### config.mk
export PLATFORM = sky130hd
export DESIGN_NAME = acq_capture
export DESIGN_NICKNAME = d
export VERILOG_FILES = /design/src/common/dsp_pkg.sv /design/src/logic/acq_capture.sv
export SDC_FILE = /design/constraint.sdc
export NUM_CORES = 1
export LEC_CHECK = 0
export ABC_AREA = 1
export CORE_MARGIN = 5
export CORE_UTILIZATION = 53
export DETAILED_ROUTE_END_ITERATION = 6
export DONT_BUFFER_PORTS = 1
export PLACE_DENSITY_LB_ADDON = 0.1
export SYNTH_ARGS = -nofsm -noshare
export SYNTH_HDL_FRONTEND = slang
export SYNTH_SLANG_ARGS = --single-unit
### constraint.sdc
create_clock -name dspif -period 1.28 [get_ports dspif]
set_input_delay 0.128 -clock dspif [delete_from_list [all_inputs] [get_ports dspif]]
set_output_delay 0.128 -clock dspif [all_outputs]
set_load 0.01 [all_outputs]
### src/common/dsp_pkg.sv
/*
 * Sizes, word types and write structs shared by the DSP core blocks.
 * Buffer depths follow the address widths (acq 8192, dacmon 512, accbuf 2048).
 * The last slot of every buffer doubles as the lock position of its counter.
 */

package dsp_pkg;

	localparam int nproc = 4;
	localparam int nadc = 2;
	localparam int ndac = 4;

	localparam int adc_word_w = 64;      // four 16-bit samples.
	localparam int dac_word_w = 256;     // sixteen 16-bit samples.
	localparam int acc_val_w = 32;
	localparam int shot_cnt_w = 32;
	localparam int acq_addr_w = 13;
	localparam int dacmon_addr_w = 9;
	localparam int accbuf_addr_w = 11;

	typedef logic [adc_word_w-1:0] adc_word_t;
	typedef logic [dac_word_w-1:0] dac_word_t;
	typedef logic [acc_val_w-1:0] acc_val_t;
	typedef logic [shot_cnt_w-1:0] shot_cnt_t;
	typedef logic [acq_addr_w-1:0] acq_addr_t;
	typedef logic [dacmon_addr_w-1:0] dacmon_addr_t;
	typedef logic [accbuf_addr_w-1:0] accbuf_addr_t;

	// x lands in the upper word of the buffer entry.
	typedef struct packed {
		acc_val_t acc_x;
		acc_val_t acc_y;
	} acc_result_t;

	typedef struct packed {
		logic we;
		acq_addr_t addr;
		adc_word_t data;
	} acq_wr_t;

	typedef struct packed {
		logic we;
		dacmon_addr_t addr;
		dac_word_t data;
	} dacmon_wr_t;

	typedef struct packed {
		logic we;
		accbuf_addr_t addr;
		acc_result_t data;
	} accbuf_wr_t;

	typedef enum logic [2:0] {
		idle,
		start,
		proc_run,
		elem_busy,
		more_shot,
		done
	} seq_state_t;

endpackage

### src/logic/acq_capture.sv
/*
 * Writes each ADC stream into its acquisition buffer after a rearm pulse.
 * Latency is four cycles; address 0 holds the word seen with the rearm pulse.
 * The counter stops at all ones and that slot is never written.
 * Nothing is written after reset until the first rearm.
 */
`timescale 1ns/1ps

module acq_capture (
	input logic dspif,
	input logic rst_n,
	input logic rearm_capture,
	input dsp_pkg::adc_word_t [dsp_pkg::nadc-1:0] adc,
	output dsp_pkg::acq_wr_t [dsp_pkg::nadc-1:0] acq_wr
);

	dsp_pkg::adc_word_t [dsp_pkg::nadc-1:0] adc_q;
	dsp_pkg::adc_word_t [dsp_pkg::nadc-1:0] data_q;
	dsp_pkg::adc_word_t [dsp_pkg::nadc-1:0] data_d;
	dsp_pkg::acq_addr_t [dsp_pkg::nadc-1:0] addr;
	dsp_pkg::acq_addr_t [dsp_pkg::nadc-1:0] addr_d;
	logic [dsp_pkg::nadc-1:0] we_d;
	logic rearm_q;

	always_ff @(posedge dspif) begin
		for (int i = 0; i < dsp_pkg::nadc; i++) begin
			adc_q[i] <= adc[i];
			data_q[i] <= adc_q[i];
			data_d[i] <= data_q[i];
			acq_wr[i].data <= data_d[i]; // fourth stage.
		end
		if (!rst_n) begin
			rearm_q <= 1'b0;
			for (int i = 0; i < dsp_pkg::nadc; i++) begin
				addr[i] <= '1; // locked until rearm.
				addr_d[i] <= '1;
				we_d[i] <= 1'b0;
				acq_wr[i].addr <= '1;
				acq_wr[i].we <= 1'b0;
			end
		end else begin
			rearm_q <= rearm_capture;
			for (int i = 0; i < dsp_pkg::nadc; i++) begin
				if (rearm_q) begin
					addr[i] <= '0;
				end else if (!(&addr[i])) begin
					addr[i] <= addr[i] + 1'b1;
				end
				addr_d[i] <= addr[i]; // line up with data stage 3.
				we_d[i] <= !(&addr[i]);
				acq_wr[i].addr <= addr_d[i];
				acq_wr[i].we <= we_d[i];
			end
		end
	end

endmodule

Yosys cells after proc, flatten, opt, wreduce, memory -nomap -nowiden
Index checks and enable logic that the tools add are counted.

Flip-flop bits (word level): 595. Input bits: 131. Output and inout port bits: 156.

Add/sub/neg operators: 2. Equality and inequality tests: 2. Multiplexer cells: 4. Reductions and logical operators: 4.

Operators by type and width (number): 2-to-1 mux 13 bit (4); adder 13 x 1 -> 13 bit (second input constant) (2); AND reduction 13 bit (2); inequality test 2 bit (second input constant) (2); zero test 1 bit (2).

Logic depth before layout (Yosys ltp)
Word-level depth: 3. Depth in mapped cells: 7. Depth with buffers taken out: 7.

Worst setup path before layout
OpenSTA, ideal clock, no wires.

Kind: register to register. Start point: reg addr[1] (netlist name). End point: reg addr[10] (netlist name). Data arrival time: 1.207 ns. Required time: 1.216 ns. Path slack: 0.009 ns. Stages on the path, launching flop included: 8. Path buffers: 0. Clock period less this slack: 1.271 ns. Cells stage by stage: dfxtp_1 -> ha_1 -> nand2_1 -> nor2_4 -> nand2_4 -> nor2_8 -> nand2_4 -> nand3_1.

Word-level cells in the longest chain between the ends: 3. Elaborated cells between the ends (all ways): 5. Those cells by class: add/sub (1); eq/ne (1); mux (2); reduce/logical (1).

Ends and longest elaborated chain: start, declared (RTL line acq_capture.sv:20) `dsp_pkg::acq_addr_t [dsp_pkg::nadc-1:0] addr;`; start signal, assigned by index (RTL line acq_capture.sv:47) `addr[i] <= addr[i] + 1'b1;`; adder 13 x 1 -> 13 bit (RTL line acq_capture.sv:47); 2-to-1 mux 13 bit (RTL line acq_capture.sv:46) `end else if (!(&addr[i])) begin`; 2-to-1 mux 13 bit (RTL line acq_capture.sv:44) `if (rearm_q) begin`.

Parallel ways exist; a longest one is shown, timed or not. The select of a mux whose other input is x is not followed. A chain may end at the register's enable or synchronous reset.

Final worst setup path
Start point: reg addr[1] (netlist name). End point: reg addr[2] (netlist name).

Same word-level chain as after synthesis.

==> results.py <==
metrics = {
    "status": {
        "outcome": "complete, but fails checks",
        "violations": "setup timing",
    },
    "global_routing": {
        "overflow": 0,
        "grt_max_degree": 50,
        "grt_pass1_wl_um": 35000,
        "grt_pass1_vias": 6487,
        "grt_usage_pct": 15.6,
        "antenna_found_initial": 0,
    },
    "die": {
        "die_height_um": 168,
        "io_pins": 287,
        "fp.coreArea_mm2": 0.0244,
        "row_count": 57,
        "die_area_mm2": 0.0282,
        "initial_core_util_pct": 54.1,
        "die_x_um": 168,
    },
    "worst_setup_path": {
        "crit_chain": "ha_4 -> buf_4 -> buf_4 -> or2_2 -> nand3_2 -> nand3_1",
        "path_buf_inv": 2,
        "slowest_stage": "dfxtp_2",
        "r2r.worst_path.cells": 6,
        "critPathCaptureType": "flop",
        "cp.required_ns": 1.71,
        "start_kind": "flop",
        "cp_common_cell": "buf_4",
        "crit_type": "reg -> reg",
        "r2r-start": "addr[1]",
        "worst-path-max-fanout": 4,
        "crit_path_max_incr_delay_ns": 0.34,
        "path_delay_family": "simple AND/OR/NAND/NOR gates",
        "cp_data_arrival_time_ns": 1.73,
        "reg2reg_setup_slack_ns": -0.02,
        "reg2reg_to": "addr[2]",
    },
    "place": {
        "placed_area_mm2": 0.0137,
        "hpwl_um": 14200,
        "post-place-ws_ns": -0.0738,
        "gp_congestion": 0.801,
        "portBuffers": 0,
    },
    "synth": {
        "synth_top_area_cell": "dfxtp_1",
        "avgSynthCellArea_um2": 15.5,
        "syn_nets": 985,
        "synth_area_mm2": 0.0132,
        "synth_top_area_share_pct": 90.3,
        "synth_area_leaders": "dfxtp_1 (90%), nand3_1 (2.6%), nand2_1 (1.9%)",
        "ys_types": 19,
        "syn_inst": 852,
        "synth_seq_cells": 595,
        "yosysWarnings": 0,
        "synth_seq_area_share_pct": 90.3,
    },
    "cells_and_area": {
        "finalNetCount": 1184,
        "fin_area_mm2": 0.0170,
        "drive_gt1_share_pct": 17.2,
        "layout_commonest_cell": "dfxtp_1",
        "area_growth_pct": 28.8,
        "postLayoutCoreUtil_pct": 69.7,
        "insertedDiodeCount": 0,
        "final_cell_mix": "dfxtp_1 (590), dlygate4sd3_1 (130), nand2_1 (64)",
    },
    "cts": {
        "cts-buffers-inserted": 51,
        "clock_sinks": 595,
        "cts_buffer_depth": 3,
        "cts_tree": "built",
        "clk_latency_ns": 0.54,
        "clock-root-buffer": "clkbuf_16",
        "clk_pin_slew_ns": 0.07,
        "cts-htree-levels": 2,
    },
    "pwr": {
        "seqPwrFrac_pct": 54.2,
        "comb_power_share_pct": 4.1,
        "p_leak_nw": 7.31,
        "switching_share_pct": 20.7,
        "clkPwrFrac_pct": 41.7,
        "p_sw_mw": 7.68,
        "p_int_mw": 29.5,
        "p_per_area_mw_per_mm2": 2190,
        "irDropWorstVdd_v": 0.00127,
    },
    "routing": {
        "vias_per_cell": 4.43,
        "ant_nets": 0,
        "drtIter0Drc": 388,
        "avgRoutedWirePerCell_um": 16.3,
        "dr.pass1.iters": 5,
        "drcViolationCount": 0,
        "routed-via-count": 6263,
        "drt_wl_total_um": 23000,
    },
    "sta": {
        "worst_slew_pin_slew_ns": 0.426,
        "hold_viol_final": 0,
        "setup_viol": 1,
        "fin_ws_ns": -0.0216,
        "setup-tns-final_ns": -0.0216,
        "period_share_pct": 102,
        "final.setup_skew_ns": 0.0135,
        "maxSlewViolCount": 0,
        "rsz0062_at_grt": "true",
        "clock.fmax_mhz": 768,
        "slew_headroom_pct": 71.6,
        "period_minus_slack_ns": 1.30,
    },
    "worst_hold_path": {
        "hold_start": "adc[65]",
        "hold_path_end": "adc_q[65]",
        "hp-class": "in -> reg",
        "whs_path_depth": 1,
    },
    "flow_run": {
        "drv_cap": 0,
    },
}
## sequential cells by signal, summed over array words and instances, names as in the netlist
register  flops
addr         26
we_d          2
adc_q       128
addr_d       26
acq_wr      156
data_q      128
data_d      128
rearm_q       1
## cells by family after synthesis
logic type | after synthesis | synth area share (%)
simple gates | 208 | 8.12
flops | 595 | 90.3
buf+inv | 43 | 1.27
fa+ha+maj | 2 | 0.190
compound gates | 4 | 0.152
## synth_stat cells (all sizes together)
library cell,instances
clkbuf,7
or2,32
a21oi,2
inv,32
o21ai,2
nand3,68
nand4,8
nor2,24
nand3b,2
nand2,74
dfxtp,595
buf,4
ha,2
## stage by stage
step,total power [mW],hold slack (ns),cells
2_1_floorplan,21.1,0.156,852
3_3_place_gp,21.4,0.156,1179
3_5_place_dp,21.5,0.156,1179
4_1_cts,37.4,0.102,1409
5_1_grt,38.7,0.100,1414
6_report,37.2,0.130,1414
## how the worst max path moves through the flow
stage / startpoint / endpoint / cells after the start
after floorplan: addr[1] / addr[10] / 7
after global placement: addr[13] / addr[18] / 7
after detailed placement: addr[0] / addr[9] / 7
after CTS: addr[14] / addr[19] / 7
after global routing: addr[1] / addr[3] / 7
final: addr[1] / addr[2] / 6
## power by group through the flow
| stage | Combinational [mW] | Sequential, mW | Clock (mW) |
|---|---|---|---|
| after global placement | 0.916 | 20.5 | 0 |
| after floorplan | 0.721 | 20.4 | 0 |
| after global routing | 1.67 | 20.3 | 16.8 |
| after detailed placement | 0.959 | 20.6 | 0 |
| final | 1.53 | 20.2 | 15.5 |
| after CTS | 1.39 | 20.2 | 15.8 |
## area by class of cell
| class | count | area, um2 |
|---|---|---|
| clock buffers | 67 | 1470 |
| inverters | 32 | 124 |
| clock inverters | 25 | 293 |
| multi-input cells | 216 | 1270 |
| flip-flops and latches | 595 | 11900 |
| fillers | 1620 | 7390 |
| well taps | 324 | 405 |
| repair buffers | 154 | 1520 |
| repair inverters | 1 | 5.00 |
## per-layer routing
| metal | vias to the layer above | wire length [um] | track usage, % |
|---|---|---|---|
| li1 | 3062 | - | - |
| met1 | 2910 | 8970 | 18.6 |
| met2 | 247 | 11600 | 27.0 |
| met3 | 44 | 1930 | 5.13 |
| met4 | 0 | 457 | 4.69 |
| met5 | - | 0 | 0 |
## timing repair
item | CTS | global route
pin swaps | 6 | 21
setup buffers | 4 | 3
gates cloned | 2 | 2
endpoints found under the hold margin | 185 | 0
resized for setup | 14 | 25
endpoints found under the setup margin | 23 | 50
hold buffers | 132 | 0
(Power assumes the default switching activity.)
