### config.mk
export PLATFORM = sky130hd
export DESIGN_NAME = acc_pointer
export DESIGN_NICKNAME = d
export VERILOG_FILES = /design/src/common/dsp_pkg.sv /design/src/logic/acc_pointer.sv
export SDC_FILE = /design/constraint.sdc
export NUM_CORES = 1
export LEC_CHECK = 0
export ABC_AREA = 1
export BUFFER_PORTS_ARGS = -buffer_cell sky130_fd_sc_hd__buf_2
export CAP_MARGIN = 10
export CORE_AREA = 2 2 219 221
export CTS_CLUSTER_SIZE = 24
export DETAILED_ROUTE_END_ITERATION = 16
export DIE_AREA = 0 0 221 223
export GPL_ROUTABILITY_DRIVEN = 0
export PLACE_DENSITY = 0.38
export SLEW_MARGIN = 25
export SYNTH_ARGS = -nofsm -noshare
export SYNTH_HDL_FRONTEND = slang
export SYNTH_SLANG_ARGS = --single-unit
### constraint.sdc
create_clock -name dspif -period 2.6 [get_ports dspif]
set_input_delay 0.13 -clock dspif [delete_from_list [all_inputs] [get_ports dspif]]
set_output_delay 0.13 -clock dspif [all_outputs]
set_load 0.02 [all_outputs]
### src/common/dsp_pkg.sv
/*
 * Sizes, word types and write structs shared by the DSP core blocks.
 * Buffer depths follow the address widths (acq 8192, dacmon 512, accbuf 2048).
 * The last slot of every buffer doubles as the lock position of its counter.
 */

package dsp_pkg;

	localparam int nproc = 4;
	localparam int nadc = 2;
	localparam int ndac = 4;

	localparam int adc_word_w = 64;      // four 16-bit samples.
	localparam int dac_word_w = 256;     // sixteen 16-bit samples.
	localparam int acc_val_w = 32;
	localparam int shot_cnt_w = 32;
	localparam int acq_addr_w = 13;
	localparam int dacmon_addr_w = 9;
	localparam int accbuf_addr_w = 11;

	typedef logic [adc_word_w-1:0] adc_word_t;
	typedef logic [dac_word_w-1:0] dac_word_t;
	typedef logic [acc_val_w-1:0] acc_val_t;
	typedef logic [shot_cnt_w-1:0] shot_cnt_t;
	typedef logic [acq_addr_w-1:0] acq_addr_t;
	typedef logic [dacmon_addr_w-1:0] dacmon_addr_t;
	typedef logic [accbuf_addr_w-1:0] accbuf_addr_t;

	// x lands in the upper word of the buffer entry.
	typedef struct packed {
		acc_val_t acc_x;
		acc_val_t acc_y;
	} acc_result_t;

	typedef struct packed {
		logic we;
		acq_addr_t addr;
		adc_word_t data;
	} acq_wr_t;

	typedef struct packed {
		logic we;
		dacmon_addr_t addr;
		dac_word_t data;
	} dacmon_wr_t;

	typedef struct packed {
		logic we;
		accbuf_addr_t addr;
		acc_result_t data;
	} accbuf_wr_t;

	typedef enum logic [2:0] {
		idle,
		start,
		proc_run,
		elem_busy,
		more_shot,
		done
	} seq_state_t;

endpackage

### src/logic/acc_pointer.sv
/*
 * Turns per-processor result strobes into accumulation-buffer writes.
 * Each write follows its strobe by one cycle and uses the current fill address.
 * reset_acc is a level and holds every address at zero while high.
 * A full buffer keeps overwriting its last slot.
 */
`timescale 1ns/1ps

module acc_pointer (
	input logic dspif,
	input logic rst_n,
	input logic reset_acc,
	input logic [dsp_pkg::nproc-1:0] acc_valid,
	input dsp_pkg::acc_result_t [dsp_pkg::nproc-1:0] acc_result,
	output dsp_pkg::accbuf_wr_t [dsp_pkg::nproc-1:0] accbuf_wr
);

	logic reset_acc_q;

	always_ff @(posedge dspif) begin
		for (int i = 0; i < dsp_pkg::nproc; i++) begin
			accbuf_wr[i].data <= acc_result[i];
		end
		if (!rst_n) begin
			reset_acc_q <= 1'b0;
			for (int i = 0; i < dsp_pkg::nproc; i++) begin
				accbuf_wr[i].we <= 1'b0;
				accbuf_wr[i].addr <= '0;
			end
		end else begin
			reset_acc_q <= reset_acc;
			for (int i = 0; i < dsp_pkg::nproc; i++) begin
				accbuf_wr[i].we <= acc_valid[i];
				// advance after the write that used this address.
				if (reset_acc_q) begin
					accbuf_wr[i].addr <= '0;
				end else if (accbuf_wr[i].we && !(&accbuf_wr[i].addr)) begin
					accbuf_wr[i].addr <= accbuf_wr[i].addr + 1'b1;
				end
			end
		end
	end

endmodule

======== After elaboration in Yosys (flattened, before gate mapping) ========
Cells that the tools add are included.
word-level totals
  register bits after elaboration ......... 305
  latch bits .............................. 0
  RAM bits ................................ 0
  bits in read-only memories .............. 0
  input port bits ......................... 263
  output and inout port bits .............. 304
  logic and storage cells ................. 35
  memories ................................ 0
cells by class
  $add $sub $neg .......................... 4
  multiply operators ...................... 0
  divide/modulo/power cells ............... 0
  $lt $le $gt $ge ......................... 0
  equal/unequal tests ..................... 0
  shift operators ......................... 0
  mux-type cells .......................... 0
  bitwise operators ....................... 1
  reduce and logical (&&, ||, !) cells .... 13
operator list
  operator               number
  $add 11x1->11 const B  4
  $reduce_and 11->1      4
  $logic_and 1x1->1      4
  $logic_not 1->1        4
  $reduce_or 2->1        1
  $not 1->1              1

======== Logic depth before layout (Yosys ltp) ========
  depth in word-level cells ............... 3
  depth in mapped cells ................... 10
  gate-level depth less buffers ........... 10

======== Worst setup path after synthesis ========
OpenSTA, ideal clock, no wires.
  kind .................................... register to register
  start point ............................. reg accbuf_wr[64] (netlist name)
  end point ............................... reg accbuf_wr[71] (netlist name)
  library setup time ...................... 115 ps
  arrival ................................. 1,382 ps
  required time ........................... 2,485 ps
  path slack .............................. 1,103 ps
  cell stages (with the launch flop) ...... 8
  buffers on the path ..................... 1
  clock period less this slack ............ 1,497 ps
  cell sequence ........................... dfxtp_1 > ha_1 > nand2_1 > nor2_1 > nand3_2 > buf_6 > a21oi_1 > nor2_1
between the ends
  word-level cells in the longest chain between the ends .. 3
  elaborated cells on any way between the ends .. 4
  those cells by class .................... add/sub: 1; reduce/logical: 3
RTL lines
  item                                                   RTL line           source
  start, declared                                        acc_pointer.sv:15  output dsp_pkg::accbuf_wr_t [dsp_pkg::nproc-1:0] accbuf_wr
  branches (longest 3 deep; another with $add 11x1->11)  n/a
Several ways; the timed one is not identified.
A chain may end at the register's enable or synchronous reset.

======== Worst setup path after layout ========
  start point ............................. reg accbuf_wr[64] (netlist name)
  end point ............................... reg accbuf_wr[64] (netlist name)
Same word-level chain as after synthesis.

==> impl_metrics.csv <==
group,metric,value,unit
timing,rsz0062_at_grt,"false",
logic_synthesis,yosys.area.top_type,"dfxtp_1",
hold_path,min_path_type,"primary input to flip-flop",
clocking,post_cts_resized,0,
logic_synthesis,synthCells,637,
grt,track_usage,0.127,
timing,max_freq,615,MHz
drt,wl_met2,18100,um
worst_setup_path,cp-start-kind,"flip-flop",
worst_setup_path,endpoint_kind,"flip-flop",
floorplan,start_util,0.162,
drt,wl_per_cell,15.3,um
clocking,cts_made_buffers,37,
clocking,clkSlewWorstSetupHoldPaths,0.06,ns
drt,wl,32900,um
logic_synthesis,yosysMostFrequentCell,"dfxtp_1",
run_status,status,"complete, no violations",
timing,tightest_slew,0.639,ns
clocking,post_cts_buffers,0,
worst_setup_path,critPathMaxFanout,14,
worst_setup_path,crit_family,"simple AND/OR/NAND/NOR gates",
clocking,hold_buffers,266,
logic_synthesis,ys_top_cells_by_count,"305 x dfxtp_1, 98 x nand2_1, 67 x nor2_1",
clocking,cts_htree_levels,2,
logic_synthesis,seq_area_frac_synth,0.798,
logic_synthesis,synth_ff_type,"dfxtp_1",
grt,grt_max_degree,30,
place,post-place-ws,0.963,ns
drt,met3WireLength,2350,um
clocking,cts_max_path_buffers,3,
floorplan,coreArea,47100,um2
drt,final_antenna_net_count,0,
timing,finalHoldViolations,0,
logic_synthesis,synthTopCellsByArea,"dfxtp_1 80%, nand2_1 4.8%, nor2_1 3.3%, nand3_1 2.5%, inv_1 2.1%",
timing,layout_worst_path_cycle_share,0.625,
clocking,insertion_delay,0.53,ns
clocking,cts_root_buf,"clkbuf_16",
run,maxCapViolations,0,
drt,routed_via_density,3.51,
drt,top_layer_used,"met5",
drt,wl_met1,11300,um
place,portBuffers,566,
grt,grt_overflow,0,
timing,drv_slew,0,
logic_synthesis,synth_top_area_frac,0.798,
timing,period_minus_slack,1.63,ns
logic_synthesis,synthesis.area,7650,um2
logic_synthesis,syn_nets,904,
grt,grt_pass1_vias,7744,
place,dpl.hpwl,25700,um
clocking,clock-sinks,305,
floorplan,dieHeight,223,um
clocking,tritoncts,"built",
worst_setup_path,crit_required,3.01,ns
floorplan,pin_count,567,
drt,drc,0,
final_layout,fillers,4848,
final_layout,final_nets,1768,
final_layout,seq_area,6110,um2
worst_setup_path,critical_path.max_stage_delay,0.39,ns
worst_setup_path,critPathKind,"flip-flop to flip-flop",
timing,layout_setup_ws,0.974,ns
power_and_ir_drop,ir_drop,0.530,mV
floorplan,dieArea,49300,um2
timing,fin_skew,0.0138,ns
power_and_ir_drop,p_leak,7.14,nW
grt,antenna_found_initial,7,
final_layout,drive_gt1_frac,0.428,
power_and_ir_drop,p_per_area,733,nW/um2
worst_setup_path,crit_buf_inv,1,
floorplan,die_w,221,um
final_layout,multi_input_area,1310,um2
drt,firstDrtPassIters,4,
logic_synthesis,synth.distinct_cells,26,
worst_setup_path,path_cells,"ha_1 > nand2_1 > nor2_1 > nand3_2 > nand2_1 > inv_2 > nor2_1 > nor2_1",
worst_setup_path,crit_top_cell,"nor2_1",
logic_synthesis,yosysWarnings,0,
worst_setup_path,crit_arrival,2.04,ns
timing,max_slew_margin,0.574,
final_layout,area_growth,96.1,%
worst_setup_path,cpMaxStageDelayCell,"dfxtp_1",
logic_synthesis,async_flop_share,0,
floorplan,rows,80,
logic_synthesis,avgSynthCellArea,12.0,um2
drt,num_vias,7508,
timing,setup_violations,0,
timing,tns,0,ns
drt,first_iter_violations,193,
grt,grt_pass1_wl,47400,um
logic_synthesis,ys_seq_elements,305,
logic_synthesis,synth_enable_flop_cells,0,
## cell type report
class	instances	area share
inverter	46	0.0115
timing repair buffer	833	0.367
clock buffer	50	0.0703
sequential	305	0.407
multi-input combinational	278	0.0874
clock inverter	12	0.00559
antenna	3	0.000500
tap	615	0.0513
## registers in the layout, indices dropped and copies added, names as in the netlist
name and flops:
reset_acc_q 1, accbuf_wr 304
## path summary, 6_finish.rpt
| check | from | end | slack (ns) | cells past startpoint |
|---|---|---|---|---|
| max reg2reg | accbuf_wr[64] | accbuf_wr[64] | 0.97 | 8 |
| max | accbuf_wr[64] | accbuf_wr[64] | 0.97 | 8 |
| min reg2reg | accbuf_wr[150] | accbuf_wr[150] | 0.46 | 2 |
| min | acc_result[119] | accbuf_wr[131] | 0.22 | 2 |
## stage by stage
| stage | utilization | instances | total power [mW] | hold slack [ns] | instance area (um2) |
|---|---|---|---|---|---|
| 2_1_floorplan | - | 637 | 5.42 | 0.158 | 7650 |
| 3_3_place_gp | 0.238 | 1811 | 5.91 | 0.232 | 11200 |
| 3_5_place_dp | 0.238 | 1811 | 5.92 | 0.234 | 11200 |
| 4_1_cts | 0.318 | 2139 | 11.2 | 0.182 | 15000 |
| 5_1_grt | 0.318 | 2140 | 11.4 | 0.195 | 15000 |
| 6_report | 0.318 | 2142 | 11.0 | 0.222 | 15000 |
## per-layer routing
layer | up-vias | track usage
li1 | 3728 | -
met1 | 3433 | 0.122
met2 | 285 | 0.247
met3 | 60 | 0.0445
met4 | 2 | 0.0461
met5 | - | 0
## kinds of logic after synthesis
logic type               count (synthesis)  share of synthesized area
AO/OA/AOI/OAI                           36                     0.0249
XOR/XNOR                                 6                    0.00687
adder cells (fa/ha/maj)                  4                    0.00654
buffers and inverters                   54                     0.0309
flip-flops                             305                      0.798
AND/OR/NAND/NOR                        232                      0.133
## worst register-to-register path, stage by stage, from the launching register on
cell and delay [ns]:
dfxtp_1 0.39, ha_1 0.19, nand2_1 0.12, nor2_1 0.16, nand3_2 0.26, nand2_1 0.20, inv_2 0.06, nor2_1 0.09
nor2_1 0.05
## cell usage in the layout, fill, tap and decap left out
master         synthesis  layout
or2_0                  1       1
dfxtp_1              305     305
clkinv_2               0       4
o21ai_1                2       2
xor2_1                 6       6
clkbuf_1               0       5
nor3_2                 2       2
nand3_2                3       3
a31oi_1                2       2
nand2_2                6       6
nand2_4                1       1
buf_2                  3     566
nand4_1                2       2
ha_1                   4       4
clkbuf_8               0       8
nand3_1               38      38
nand3b_1               2       2
nor2_2                10      11
nor3b_1                1       1
diode_2                0       3
inv_6                  0       3
nand2_1               98      98
a21oi_1               25      25
inv_2                  4       4
a21oi_2                2       2
buf_4                  2       1
nor3_1                 1       1
o21ai_0                5       5
nor2_1                67      66
clkinvlp_4             0       5
clkbuf_16              0      37
dlygate4sd3_1          0     266
inv_1                 42      42
## power breakdown
part	total (mW)	switching, mW	internal, mW
logic	1.16	0.589	0.566
clock network	4.87	2.03	2.84
registers	4.97	0.0676	4.90
total	11.0	2.69	8.31
Note: power is estimated with default switching activity, not from simulation.
