$ cat config.mk
export PLATFORM = sky130hd
export DESIGN_NAME = shot_sequencer
export DESIGN_NICKNAME = d
export VERILOG_FILES = /design/src/common/dsp_pkg.sv /design/src/sequencer/shot_sequencer.sv
export SDC_FILE = /design/constraint.sdc
export NUM_CORES = 1
export LEC_CHECK = 0
export CORE_ASPECT_RATIO = 1.1
export CORE_UTILIZATION = 60
export CTS_CLUSTER_DIAMETER = 200
export DETAILED_ROUTE_END_ITERATION = 16
export DONT_BUFFER_PORTS = 1
export PLACE_DENSITY = 0.76
export SLEW_MARGIN = 30
export SYNTH_ARGS = -nofsm -noshare
export SYNTH_HDL_FRONTEND = slang
export SYNTH_SLANG_ARGS = --single-unit
$ cat constraint.sdc
create_clock -name dspif -period 3.2 [get_ports dspif]
set_input_delay 0.64 -clock dspif [delete_from_list [all_inputs] [get_ports dspif]]
set_output_delay 0.64 -clock dspif [all_outputs]
set_load 0.01 [all_outputs]
$ cat src/common/dsp_pkg.sv
/*
 * Sizes, word types and write structs shared by the DSP core blocks.
 * Buffer depths follow the address widths (acq 8192, dacmon 512, accbuf 2048).
 * The last slot of every buffer doubles as the lock position of its counter.
 */

package dsp_pkg;

	localparam int nproc = 4;
	localparam int nadc = 2;
	localparam int ndac = 4;

	localparam int adc_word_w = 64;      // four 16-bit samples.
	localparam int dac_word_w = 256;     // sixteen 16-bit samples.
	localparam int acc_val_w = 32;
	localparam int shot_cnt_w = 32;
	localparam int acq_addr_w = 13;
	localparam int dacmon_addr_w = 9;
	localparam int accbuf_addr_w = 11;

	typedef logic [adc_word_w-1:0] adc_word_t;
	typedef logic [dac_word_w-1:0] dac_word_t;
	typedef logic [acc_val_w-1:0] acc_val_t;
	typedef logic [shot_cnt_w-1:0] shot_cnt_t;
	typedef logic [acq_addr_w-1:0] acq_addr_t;
	typedef logic [dacmon_addr_w-1:0] dacmon_addr_t;
	typedef logic [accbuf_addr_w-1:0] accbuf_addr_t;

	// x lands in the upper word of the buffer entry.
	typedef struct packed {
		acc_val_t acc_x;
		acc_val_t acc_y;
	} acc_result_t;

	typedef struct packed {
		logic we;
		acq_addr_t addr;
		adc_word_t data;
	} acq_wr_t;

	typedef struct packed {
		logic we;
		dacmon_addr_t addr;
		dac_word_t data;
	} dacmon_wr_t;

	typedef struct packed {
		logic we;
		accbuf_addr_t addr;
		acc_result_t data;
	} accbuf_wr_t;

	typedef enum logic [2:0] {
		idle,
		start,
		proc_run,
		elem_busy,
		more_shot,
		done
	} seq_state_t;

endpackage

$ cat src/sequencer/shot_sequencer.sv
/*
 * Runs the processor cores max(nshot, 1) times from one stb_start pulse.
 * proc_done and no_busy are levels; all bits must be high to advance.
 * nshot is sampled while idle and at each shot start, so change it only
 * between runs. last_shot_done is a single-cycle pulse at the end of a run.
 */
`timescale 1ns/1ps

module shot_sequencer (
	input logic dspif,
	input logic rst_n,
	input logic stb_start,
	input dsp_pkg::shot_cnt_t nshot,
	input logic [dsp_pkg::nproc-1:0] proc_done,
	input logic [dsp_pkg::nproc-1:0] no_busy,
	output logic [dsp_pkg::nproc-1:0] proc_reset,
	output dsp_pkg::shot_cnt_t shot_cnt,
	output logic last_shot_done
);

	dsp_pkg::seq_state_t state;
	dsp_pkg::seq_state_t next_state;
	dsp_pkg::shot_cnt_t nshot_q;
	logic core_reset;
	logic last_shot;

	// shot_cnt already counts the shot that just finished.
	assign last_shot = (nshot_q == '0) || (shot_cnt == nshot_q);

	always_comb begin
		next_state = state;
		case (state)
			dsp_pkg::idle: begin
				if (stb_start) begin
					next_state = dsp_pkg::start;
				end
			end
			dsp_pkg::start: begin
				next_state = dsp_pkg::proc_run;
			end
			dsp_pkg::proc_run: begin
				if (&proc_done) begin
					next_state = dsp_pkg::elem_busy;
				end
			end
			dsp_pkg::elem_busy: begin
				if (&no_busy) begin
					next_state = dsp_pkg::more_shot;
				end
			end
			dsp_pkg::more_shot: begin
				next_state = last_shot ? dsp_pkg::done : dsp_pkg::start;
			end
			dsp_pkg::done: begin
				next_state = dsp_pkg::idle;
			end
			default: begin
				next_state = dsp_pkg::idle;
			end
		endcase
	end

	always_ff @(posedge dspif) begin
		if (!rst_n) begin
			state <= dsp_pkg::idle;
			core_reset <= 1'b1;
			proc_reset <= '1;
			last_shot_done <= 1'b0;
			shot_cnt <= '0;
			nshot_q <= '0;
		end else begin
			state <= next_state;
			proc_reset <= {dsp_pkg::nproc{core_reset}}; // one cycle behind the flag.
			last_shot_done <= (next_state == dsp_pkg::done);
			case (next_state)
				dsp_pkg::idle: begin
					core_reset <= 1'b1;
					shot_cnt <= '0;
					nshot_q <= nshot;
				end
				dsp_pkg::start: begin
					core_reset <= 1'b0; // release cores for the next shot.
					nshot_q <= nshot;
				end
				dsp_pkg::proc_run: begin
					core_reset <= 1'b0;
				end
				dsp_pkg::elem_busy: begin
					core_reset <= 1'b1;
				end
				dsp_pkg::more_shot: begin
					core_reset <= 1'b1;
					shot_cnt <= shot_cnt + 1'b1;
				end
				dsp_pkg::done: begin
					core_reset <= 1'b1;
					shot_cnt <= '0;
				end
				default: begin
					core_reset <= 1'b1;
				end
			endcase
		end
	end

endmodule

Word level (Yosys, flattened, before mapping) --
Cells that the tools add are included.
Word-level totals: logic and storage cells 33, flip-flop bits (word level) 70
Operators by class: muxes and demuxes 7, $add $sub $neg 1, reductions and logical operators 10, equal/unequal tests 9
Operator list (number):
- case mux 32 bit (2 select lines) | 1
- adder 32 x 1 -> 32 bit (second input constant) | 1
- equality test 32 bit | 1
- logical NOT 32 bit | 1
- case mux 3 bit (5 select lines) | 1
- two-way mux 3 bit | 4
- equality test 3 x 2 -> 1 bit (second input constant) | 3
- equality test 3 bit (second input constant) | 3
- AND reduction 4 bit | 2
- equality test 3 x 1 -> 1 bit (second input constant) | 2
- logical NOT 3 bit | 2
- OR reduction 2 bit | 3
- nonzero test 2 bit | 1
- logical OR 1 bit | 1
- two-way mux 1 bit | 1

Depth between registers and ports, before layout --
Gate-level depths: netlist (run 1).
word-level depth 7, depth in mapped cells 9

Least setup slack after synthesis (run 1) --
No wires, ideal clock.
path type input -> register, from input no_busy[3] in the netlist's numbering, to register shot_cnt[17], path buffers 1, stages on the path 7, library setup time 0.074 ns, data required time 3.126 ns, arrival time 1.979 ns, setup slack 1.147 ns, cell sequence nand4_1 o21bai_1 a221oi_2 clkbuf_1 nand2_1 mux2_2 a31oi_2
Between the ends: word-level cells in the longest chain between the ends 6, elaborated cells between the ends (all ways) 9, classes of those cells 2 x eq/ne; 3 x mux; 4 x reduce/logical
RTL lines:
- from (decl) | RTL line shot_sequencer.sv:15 | input logic [dsp_pkg::nproc-1:0] no_busy,
- AND reduction 4 bit (*) | RTL line shot_sequencer.sv:47 | if (&no_busy) begin
- two-way mux 3 bit (*) | RTL line shot_sequencer.sv:47
- case mux 3 bit (5 select lines) (*) | RTL line shot_sequencer.sv:32 | case (state)
- equality test 3 bit / logical NOT 3 bit (equally long branches) | RTL line shot_sequencer.sv:75 | case (next_state)
- OR reduction 2 bit (no line)
- case mux 32 bit (2 select lines) / nonzero test 2 bit (equally long branches)
- to (signal assigned) | RTL line shot_sequencer.sv:93 | shot_cnt <= shot_cnt + 1'b1;
- to (decl) | RTL line shot_sequencer.sv:17 | output dsp_pkg::shot_cnt_t shot_cnt,
Mark *: on every way between the ends. The rest lies on a longest branch, timed or not. A chain may end at the register's enable or synchronous reset.

Final worst setup path (run 1) --
from register nshot_q[31], to register nshot_q[3]
Between the ends: word-level cells in the longest chain between the ends 6, elaborated cells between the ends (all ways) 8, classes of those cells 2 x eq/ne; 2 x mux; 4 x reduce/logical
RTL lines:
- from (decl) | RTL line shot_sequencer.sv:23 | dsp_pkg::shot_cnt_t nshot_q;
- from (signal assigned) | RTL line shot_sequencer.sv:79 | nshot_q <= nshot;
- from (signal assigned) | RTL line shot_sequencer.sv:83 | nshot_q <= nshot;
- equality test 32 bit / logical NOT 32 bit (equally long branches) | RTL line shot_sequencer.sv:28 | assign last_shot = (nshot_q == '0) || (shot_cnt == nshot_q);
- logical OR 1 bit (*) | RTL line shot_sequencer.sv:28
- two-way mux 3 bit (*) | RTL line shot_sequencer.sv:52 | next_state = last_shot ? dsp_pkg::done : dsp_pkg::start;
- case mux 3 bit (5 select lines) (*) | RTL line shot_sequencer.sv:32
- equality test 3 x 1 -> 1 bit / logical NOT 3 bit (equally long branches) | RTL line shot_sequencer.sv:75
- OR reduction 2 bit (no line) (*)
Marked as above.

==> impl_metrics.ini, run 1 <==
[setup_path]
r2r_slack_ns = 0.79
cp_cell_sequence = nor4_1 -> nand4_1 -> o21ai_0 -> a21o_1 -> a21oi_4 -> buf_4 -> mux2i_1
critical_path_arrival_ns = 2.62
r2r-start = nshot_q[31]
slowest_delay_ns = 0.47
cp_max_fo = 32
critical-path-top-delay-family = compound AO/OA/AOI/OAI gates
reg2reg_depth = 7
critPathLaunchType = flip-flop
crit_type = reg -> reg
end_kind = flip-flop
reg2reg_to = nshot_q[3]
crit_slowest_cell = nor4_1
crit_buf_inv = 1
required_ns = 3.41

[timing]
hold_violations = 0
max_freq_mhz = 414
post-route-period-util_pct = 75.5
maxSlewHeadroom_pct = 54.6
report.final.slew_viol_count = 0
whs_ns = 0.398
skew_ns = 0.0118
fin_tns_setup_ns = 0
setup_viol = 0
rsz0062_at_grt = false
worst_pin_slew_ns = 0.676
fin_crit_ns = 2.41

[synthesis]
ys_ff_latch = 70
yosys_warnings = 0
synthesis.nets = 481
synth_area_per_cell_sq_um = 8.50
syn_area_sq_mm = 0.00372
synthFlopType = dfxtp_1
synth-edff-count = 0
yosysSeqAreaShare_pct = 37.7
synth_async_sr_flop_share_pct = 0
synth_cells = 437
synth_cell_types = 50

[clock_tree]
cts_tree = done
clk_latency_ns = 0.35
cts_root_buf = clkbuf_8
holdBufCountCts = 0
cts_buffer_depth = 2
numCtsBuffers = 9
cts_setup_buffers = 0
cts_resized = 0
clock-sinks = 70
clk_pin_slew_ns = 0.07
htree_levels = 3

[cells_and_area]
nNetsFinal = 469
drive_above_1_share_pct = 8.37
fill_cells = 511
area_delta_synth_final_pct = 5.15
diodes = 0
stdcell_area_sq_mm = 0.00391

[pwr]
power.total_uw = 1970
switching_share_pct = 25.2
powerDensity_mw_per_mm2 = 504
p_clk_share_pct = 40.8
pwr-share-seq_pct = 49.0
leakagePower_uw = 0.00143
p_int_uw = 1470
power.switching_uw = 496
combPwrFrac_pct = 10.2
irDropWorstVdd_mv = 0.437

[floorplan]
initial_core_util_pct = 63.2
die_h_um = 84.5
fp.dieW_um = 77.0
coreArea_sq_mm = 0.00588
io_pins = 80
rows = 29
dieArea_sq_mm = 0.00651

[detailed_routing]
final_antenna_net_count = 0
drc = 0
viasPerCell = 6.06
first_pass_iters = 5
route.vias.total = 3071
wl_um = 8570
drt-wirelength-per-cell_um = 16.9
drtIter0Drc = 263

[placed_design]
gp_congestion = 0.846
dpl-instance-area_sq_mm = 0.00368
portBuffers = 0
detailed_place_hpwl_um = 6310

[worst_hold_path]
whs_endpoint = core_reset
hold_depth = 1
worstHoldStart = rst_n
hp-class = in -> reg

[global_route]
antenna_found_initial = 0
grt.overflow.total = 0
grt_max_degree = 76
grt_pass1_vias = 2742
grt_usage_pct = 27.5
grt_pass1_wl_um = 13900

[run_status]
status = complete, no violations

[run]
maxCapViolations = 0
## kinds of logic after synthesis
| kind of cell | count (synthesis) | share of synthesized area, % |
|---|---|---|
| XOR/XNOR | 55 | 13.0 |
| buffers and inverters | 36 | 5.39 |
| multiplexers | 33 | 8.92 |
| AND/OR/NAND/NOR | 205 | 27.1 |
| flip-flops | 70 | 37.7 |
| AO/OA/AOI/OAI | 37 | 7.58 |
| adder cells (fa/ha/maj) | 1 | 0.337 |
## layout by cell type, fill, tap and decap left out, drive strengths merged
master / instances
buf: 5
or4: 1
a31oi: 7
mux2: 1
a21oi: 5
a211oi: 1
nand2: 82
clkbuf: 11
and4: 3
dfxtp: 70
a2bb2oi: 1
xnor2: 46
inv: 8
and3: 6
mux2i: 32
a21o: 1
o21bai: 2
nor2: 43
o21ai: 5
ha: 1
nor3: 7
nor2b: 1
o211a: 1
o211ai: 1
nor3b: 2
nand4: 20
nor4: 19
a31o: 2
xor2: 9
and2: 3
nand3: 15
nand2b: 1
clkinv: 3
o21a: 3
nand4b: 2
a311oi: 2
a221oi: 4
a21boi: 2
bufinv: 2
## metrics by stage
step | worst slack [ns] | std cells | utilization, %
after floorplan | 1.15 | 437 | -
after global placement | 0.888 | 491 | 62.7
after detailed placement | 0.770 | 491 | 62.7
after CTS | 0.809 | 507 | 66.5
after global routing | 0.672 | 507 | 66.5
final | 0.785 | 507 | 66.5
## synthesized netlist by cell type, types with 3 or more instances
master,instances,area (sq um)
nor3_1,6,30.0
mux2i_1,32,320
and3_1,5,31.3
nor4_1,17,106
xor2_1,9,78.8
and4_1,3,26.3
xnor2_1,46,403
o21a_1,3,22.5
clkbuf_1,12,45.0
nand2_1,81,304
buf_6,6,67.6
o21ai_0,4,20.0
a31oi_1,6,37.5
inv_1,8,30.0
buf_2,7,35.0
buf_4,3,22.5
nor2_1,43,161
a221oi_1,3,26.3
nand4_1,20,125
a21oi_1,4,20.0
dfxtp_1,70,1400
nand3_1,13,65.1
## routing by layer
layer	vias to the layer above	GRT usage [%]	part of all wire (%)
li1	1485	-	-
met1	1436	37.0	45
met2	136	42.8	46
met3	14	5.22	6.9
met4	0	12.2	2.0
met5	-	0	0
## sequential cells by signal, summed over array words and instances (netlist names)
signal,count
core_reset,1
last_shot_done,1
nshot_q,32
proc_reset,1
shot_cnt,32
state,3
## layout make-up
type / instances / area, sq um / share of cell area, %
multi-input combinational: 331 / 2120 / 54.2
sequential: 70 / 1400 / 35.9
clock buffer: 11 / 141 / 3.62
tap: 77 / 96.3 / 2.47
clock inverter: 5 / 82.6 / 2.11
timing repair buffer: 5 / 37.5 / 0.961
inverter: 8 / 30.0 / 0.768
## power by group through the flow
stage	sequential [uW]	combinational (uW)	clock, uW
after CTS	966	202	813
after global placement	984	195	0
after detailed placement	986	201	0
final	966	201	803
after global routing	973	221	852
after floorplan	968	196	0
## worst max-delay path by stage
stage,startpoint,endpoint,slack [ns],depth (start not counted)
2_1_floorplan,no_busy[3],shot_cnt[17],1.15,7
3_3_place_gp,no_busy[2],shot_cnt[22],0.89,6
3_5_place_dp,no_busy[2],shot_cnt[22],0.77,6
4_1_cts,shot_cnt[7],nshot_q[28],0.81,7
5_1_grt,shot_cnt[7],nshot_q[3],0.67,7
6_report,nshot_q[31],nshot_q[3],0.79,7
Note: power is estimated with default switching activity, not from simulation.
==> inputs of run 2 (changes only) <==
- CORE_UTILIZATION: 60 -> 57
- PLACE_DENSITY: 0.76 -> 0.75
- clock period: 3.2 -> 2 ns (I/O delays scaled with it)
==> run 2 against run 1 <==
  * The flow now finishes with violations (negative setup slack)
  * Fmax grew 21%
  * Combinational power is 110% higher
  * Clock skew barely moved
  * Clock power rose by 24%
  * Clock-buffer cell count unchanged
  * First-iteration DRC count is 15% lower
  * Sequential share of layout area shrank 3.7 points
==> impl_metrics.ini, run 2 (synthesis results as in run 1) <==
[floorplan]
fp.dieW_um = 79.0
initial_core_util_pct = 59.6
io_pins = 80
rows = 30
dieArea_sq_mm = 0.00685
die_h_um = 86.7
coreArea_sq_mm = 0.00623

[setup_path]
cp_cell_sequence = nor4_1 -> nand4_1 -> o21ai_1 -> a21o_1 -> a21oi_4 -> buf_12 -> mux2i_1
critPathLaunchType = flip-flop
reg2reg_depth = 7
crit_type = reg -> reg
critical-path-top-delay-family = simple AND/OR/NAND/NOR gates
cp_max_fo = 8
reg2reg_to = nshot_q[12]
slowest_delay_ns = 0.45
critical_path_arrival_ns = 2.26
crit_buf_inv = 1
crit_slowest_cell = nor4_1
r2r_slack_ns = -0.004
setup.worst_path.start = nshot_q[23]
required_ns = 2.25
r2r-start = nshot_q[23]
end_kind = flip-flop

[run_status]
status = finished, violations left
violations = negative setup slack

[cells_and_area]
finish.utilization_pct = 70.6
layout_commonest_cell = nand2_1
diodes = 0
nNetsFinal = 526
reg_top3 = nshot_q x32, shot_cnt x32, state x3
drive_above_1_share_pct = 22.1
final_cell_mix = nand2_1 (81), dfxtp_1 (58), buf_4 (57)
final_cells = 564
area_delta_synth_final_pct = 18.4

[worst_hold_path]
worstHoldStart = rst_n
hp-class = in -> reg
whs_endpoint = proc_reset[0]
hold_depth = 1

[pwr]
p_int_uw = 2170
pwr-share-seq_pct = 52.3
irDropWorstVdd_mv = 0.571
powerDensity_mw_per_mm2 = 672
power.switching_uw = 791
leakagePower_uw = 0.00174
p_clk_share_pct = 33.7
switching_share_pct = 26.7
combPwrFrac_pct = 14.0

[detailed_routing]
wl_um = 9770
route.vias.total = 3367
drt-wirelength-per-cell_um = 17.3
drtIter0Drc = 224
first_pass_iters = 5
final_antenna_net_count = 0
viasPerCell = 5.97
drc = 0

[clock_tree]
clk_latency_ns = 0.34
numCtsBuffers = 9
clk_pin_slew_ns = 0.07
cts_tree = done
clock-sinks = 70
htree_levels = 3
cts_root_buf = clkbuf_8
cts_buffer_depth = 2

[placed_design]
detailed_place_hpwl_um = 6970
dp_cells = 546
gp_congestion = 0.900
portBuffers = 0
pre_cts_ws_ns = 0.000540

[global_route]
grt_pass1_vias = 3022
grt_pass1_wl_um = 15100
grt_usage_pct = 29.1
grt.overflow.total = 0
grt_max_degree = 76
antenna_found_initial = 0

[timing]
skew_ns = 0.0116
max_freq_mhz = 499
hold_violations = 0
fin_tns_setup_ns = -0.00647
fin_crit_ns = 2.00
report.final.slew_viol_count = 0
maxSlewHeadroom_pct = 61.2
setup_ws_ns = -0.00405
setup_viol = 2
rsz0062_at_grt = true
post-route-period-util_pct = 100
worst_pin_slew_ns = 0.582

[run]
maxCapViolations = 0
==> run 2: worst reg2reg max path, cell delays in order, from the launching register on <==
cell	delay [ns]
dfxtp_1	0.36
nor4_1	0.46
nand4_1	0.17
o21ai_1	0.25
a21o_1	0.20
a21oi_4	0.13
buf_12	0.17
mux2i_1	0.19
==> run 2: worst max-delay path by stage <==
stage,to,slack [ns],cells past startpoint
5_1_grt,nshot_q[12],-0.07,7
3_5_place_dp,shot_cnt[0],0.0005,6
2_1_floorplan,shot_cnt[0],0.15,8
6_report,nshot_q[12],-0.004,7
3_3_place_gp,shot_cnt[1],0.03,6
4_1_cts,shot_cnt[0],0.04,6
==> run 2: per-layer routing <==
layer | wire [um] | part of all wire (%) | track usage, %
met5 | 0 | 0 | 0
met4 | 337 | 3.5 | 13.1
met3 | 749 | 7.7 | 5.68
met2 | 4600 | 47 | 46.1
met1 | 4080 | 42 | 38.2
==> run 2: power by group through the flow <==
stage / clock, uW / sequential [uW] / combinational, uW
CTS: 997 / 1540 / 351
floorplan: 0 / 1550 / 314
global route: 1070 / 1550 / 446
global placement: 0 / 1570 / 341
detailed placement: 0 / 1570 / 348
finish: 995 / 1550 / 415
==> run 2: cell type report <==
cell class	instances	area, sq um
clock buffer	11	151
timing repair buffer	62	529
sequential	70	1420
multi-input combinational	331	2160
inverter	8	30.0
clock inverter	2	10.0
fill	498	1830
tap	80	100
==> run 2: through the flow <==
step	total power, uW	hold slack, ns	instance area, sq um
detailed placement	1920	0.427	4100
floorplan	1860	0.386	3720
CTS	2890	0.139	4270
global placement	1910	0.393	4100
finish	2960	0.142	4400
global route	3070	0.140	4400
==> run 2: what timing repair did <==
action                     4_1_cts  5_1_grt
setup buffers                    0        2
gates resized for setup          1       19
hold buffers                     0        0
setup endpoints to repair        3       65
cloned                           0        3
pin swaps                        0        6
hold endpoints to repair         0        0
==> inputs of run 3 (changes only) <==
- RECOVER_POWER: unset -> 100
==> run 3 against run 2 <==
  * The run still ends with negative setup slack left
  * Flip-flop and latch count unchanged
  * Clock skew about the same
  * Non-clock buffer count did not move
  * Cell area fell by 0.20%
  * Sequential power barely moved
  * First-iteration DRC count increased by 5.8%
  * Total power about the same
  * Critical endpoint unchanged
==> impl_metrics.ini, run 3 (synthesis results as in run 1) <==
[global_route]
grt_pass1_wl_um = 15100
grt_usage_pct = 29.1
grt_max_degree = 76
antenna_found_initial = 0
grt.overflow.total = 0
grt_pass1_vias = 3022

[setup_path]
slowest_delay_ns = 0.45
critical-path-top-delay-family = simple AND/OR/NAND/NOR gates
cp_max_fo = 8
crit_type = reg -> reg
critical_path_arrival_ns = 2.27
end_kind = flip-flop
critPathLaunchType = flip-flop
crit_slowest_cell = nor4_1
cp_cell_sequence = nor4_1 -> nand4_1 -> o21ai_1 -> a21o_1 -> a21oi_4 -> buf_12 -> mux2i_1
crit_buf_inv = 1
required_ns = 2.25

[timing]
report.final.slew_viol_count = 0
max_freq_mhz = 497
setup_ws_ns = -0.0129
whs_ns = 0.141
fin_crit_ns = 2.01
fin_tns_setup_ns = -0.0250
skew_ns = 0.0114
post-route-period-util_pct = 101
rsz0062_at_grt = true
worst_pin_slew_ns = 0.602
setup_viol = 2
maxSlewHeadroom_pct = 59.8
hold_violations = 0

[floorplan]
rows = 30
io_pins = 80
dieArea_sq_mm = 0.00685
initial_core_util_pct = 59.6
coreArea_sq_mm = 0.00623
fp.dieW_um = 79.0
die_h_um = 86.7

[detailed_routing]
drt-wirelength-per-cell_um = 17.3
viasPerCell = 5.98
wl_um = 9770
first_pass_iters = 5
drtIter0Drc = 237
final_antenna_net_count = 0
route.vias.total = 3374
drc = 0

[clock_tree]
htree_levels = 3
clk_pin_slew_ns = 0.07
numCtsBuffers = 9
cts_tree = done
cts_buffer_depth = 2
holdBufCountCts = 0
cts_root_buf = clkbuf_8
clock-sinks = 70
clk_latency_ns = 0.34

[cells_and_area]
stdcell_area_sq_mm = 0.00439
final_cells = 564
layout_commonest_cell = nand2_1
fill_cells = 499
finish.utilization_pct = 70.4
diodes = 0
final_cell_mix = nand2_1 (81), dfxtp_1 (59), buf_4 (55)
area_delta_synth_final_pct = 18.1
nNetsFinal = 526
drive_above_1_share_pct = 21.5
reg_top3 = nshot_q x32, shot_cnt x32, state x3

[worst_hold_path]
hp-class = in -> reg

[pwr]
irDropWorstVdd_mv = 0.571
leakagePower_uw = 0.00173
powerDensity_mw_per_mm2 = 673

[placed_design]
dp_cells = 546
detailed_place_hpwl_um = 6970
portBuffers = 0
dpl-instance-area_sq_mm = 0.00410
gp_congestion = 0.900

[run_status]
status = finished, violations left
violations = negative setup slack

[run]
maxCapViolations = 0
-- run 3: cell types whose count changed in the layout (fill, tap and decap cells not counted) --
| cell | previous run | this run |
|---|---|---|
| clkbuf_1 | 0 | 2 |
| dfxtp_2 | 12 | 11 |
| buf_4 | 57 | 55 |
| dfxtp_1 | 58 | 59 |
-- run 3: repair_timing --
| item | 4_1_cts | 5_1_grt |
|---|---|---|
| setup endpoints to repair | 3 | 65 |
| gates cloned | 0 | 3 |
| hold endpoints to repair | 0 | 0 |
| pin swaps | 0 | 6 |
| gates resized for setup | 1 | 19 |
| setup buffers | 0 | 2 |
-- run 3: metal layers --
metal	global-route usage (%)	share of wire, %	vias up
li1	-	-	1609
met1	38.2	42	1570
met2	46.1	47	167
met3	5.68	7.3	28
met4	13.1	3.1	0
met5	0	0	-
-- run 3: power breakdown --
group	total (uW)	internal (uW)	switching, uW	leakage (uW)
logic	413	206	207	0.00107
registers	1550	1470	81.8	0.000578
clock network	995	493	502	0.0000869
-- run 3: area by class of cell --
class | count | area [sq um] | share of cell area, %
Multi-Input combinational cell | 331 | 2160 | 49.2
Sequential cell | 70 | 1420 | 32.2
Clock inverter | 2 | 10.0 | 0.228
Tap cell | 80 | 100 | 2.28
Inverter | 8 | 30.0 | 0.684
Clock buffer | 11 | 151 | 3.45
Timing Repair Buffer | 62 | 522 | 11.9
-- run 3: path summary, 6_finish.rpt --
kind / startpoint / endpoint / slack [ns] / cells past startpoint
worst min register to register: core_reset / proc_reset[0] / 0.44 / 1
worst max register to register: nshot_q[23] / nshot_q[12] / -0.01 / 7
worst min-delay path: rst_n / proc_reset[0] / 0.14 / 1
worst max-delay path: nshot_q[23] / nshot_q[12] / -0.01 / 7
-- run 3: metrics by stage --
| step | worst slack (ns) | power, uW |
|---|---|---|
| floorplan | 0.149 | 1860 |
| global placement | 0.0269 | 1910 |
| detailed placement | 0.000540 | 1920 |
| CTS | 0.0380 | 2890 |
| global route | -0.0733 | 3070 |
| finish | -0.0129 | 2960 |
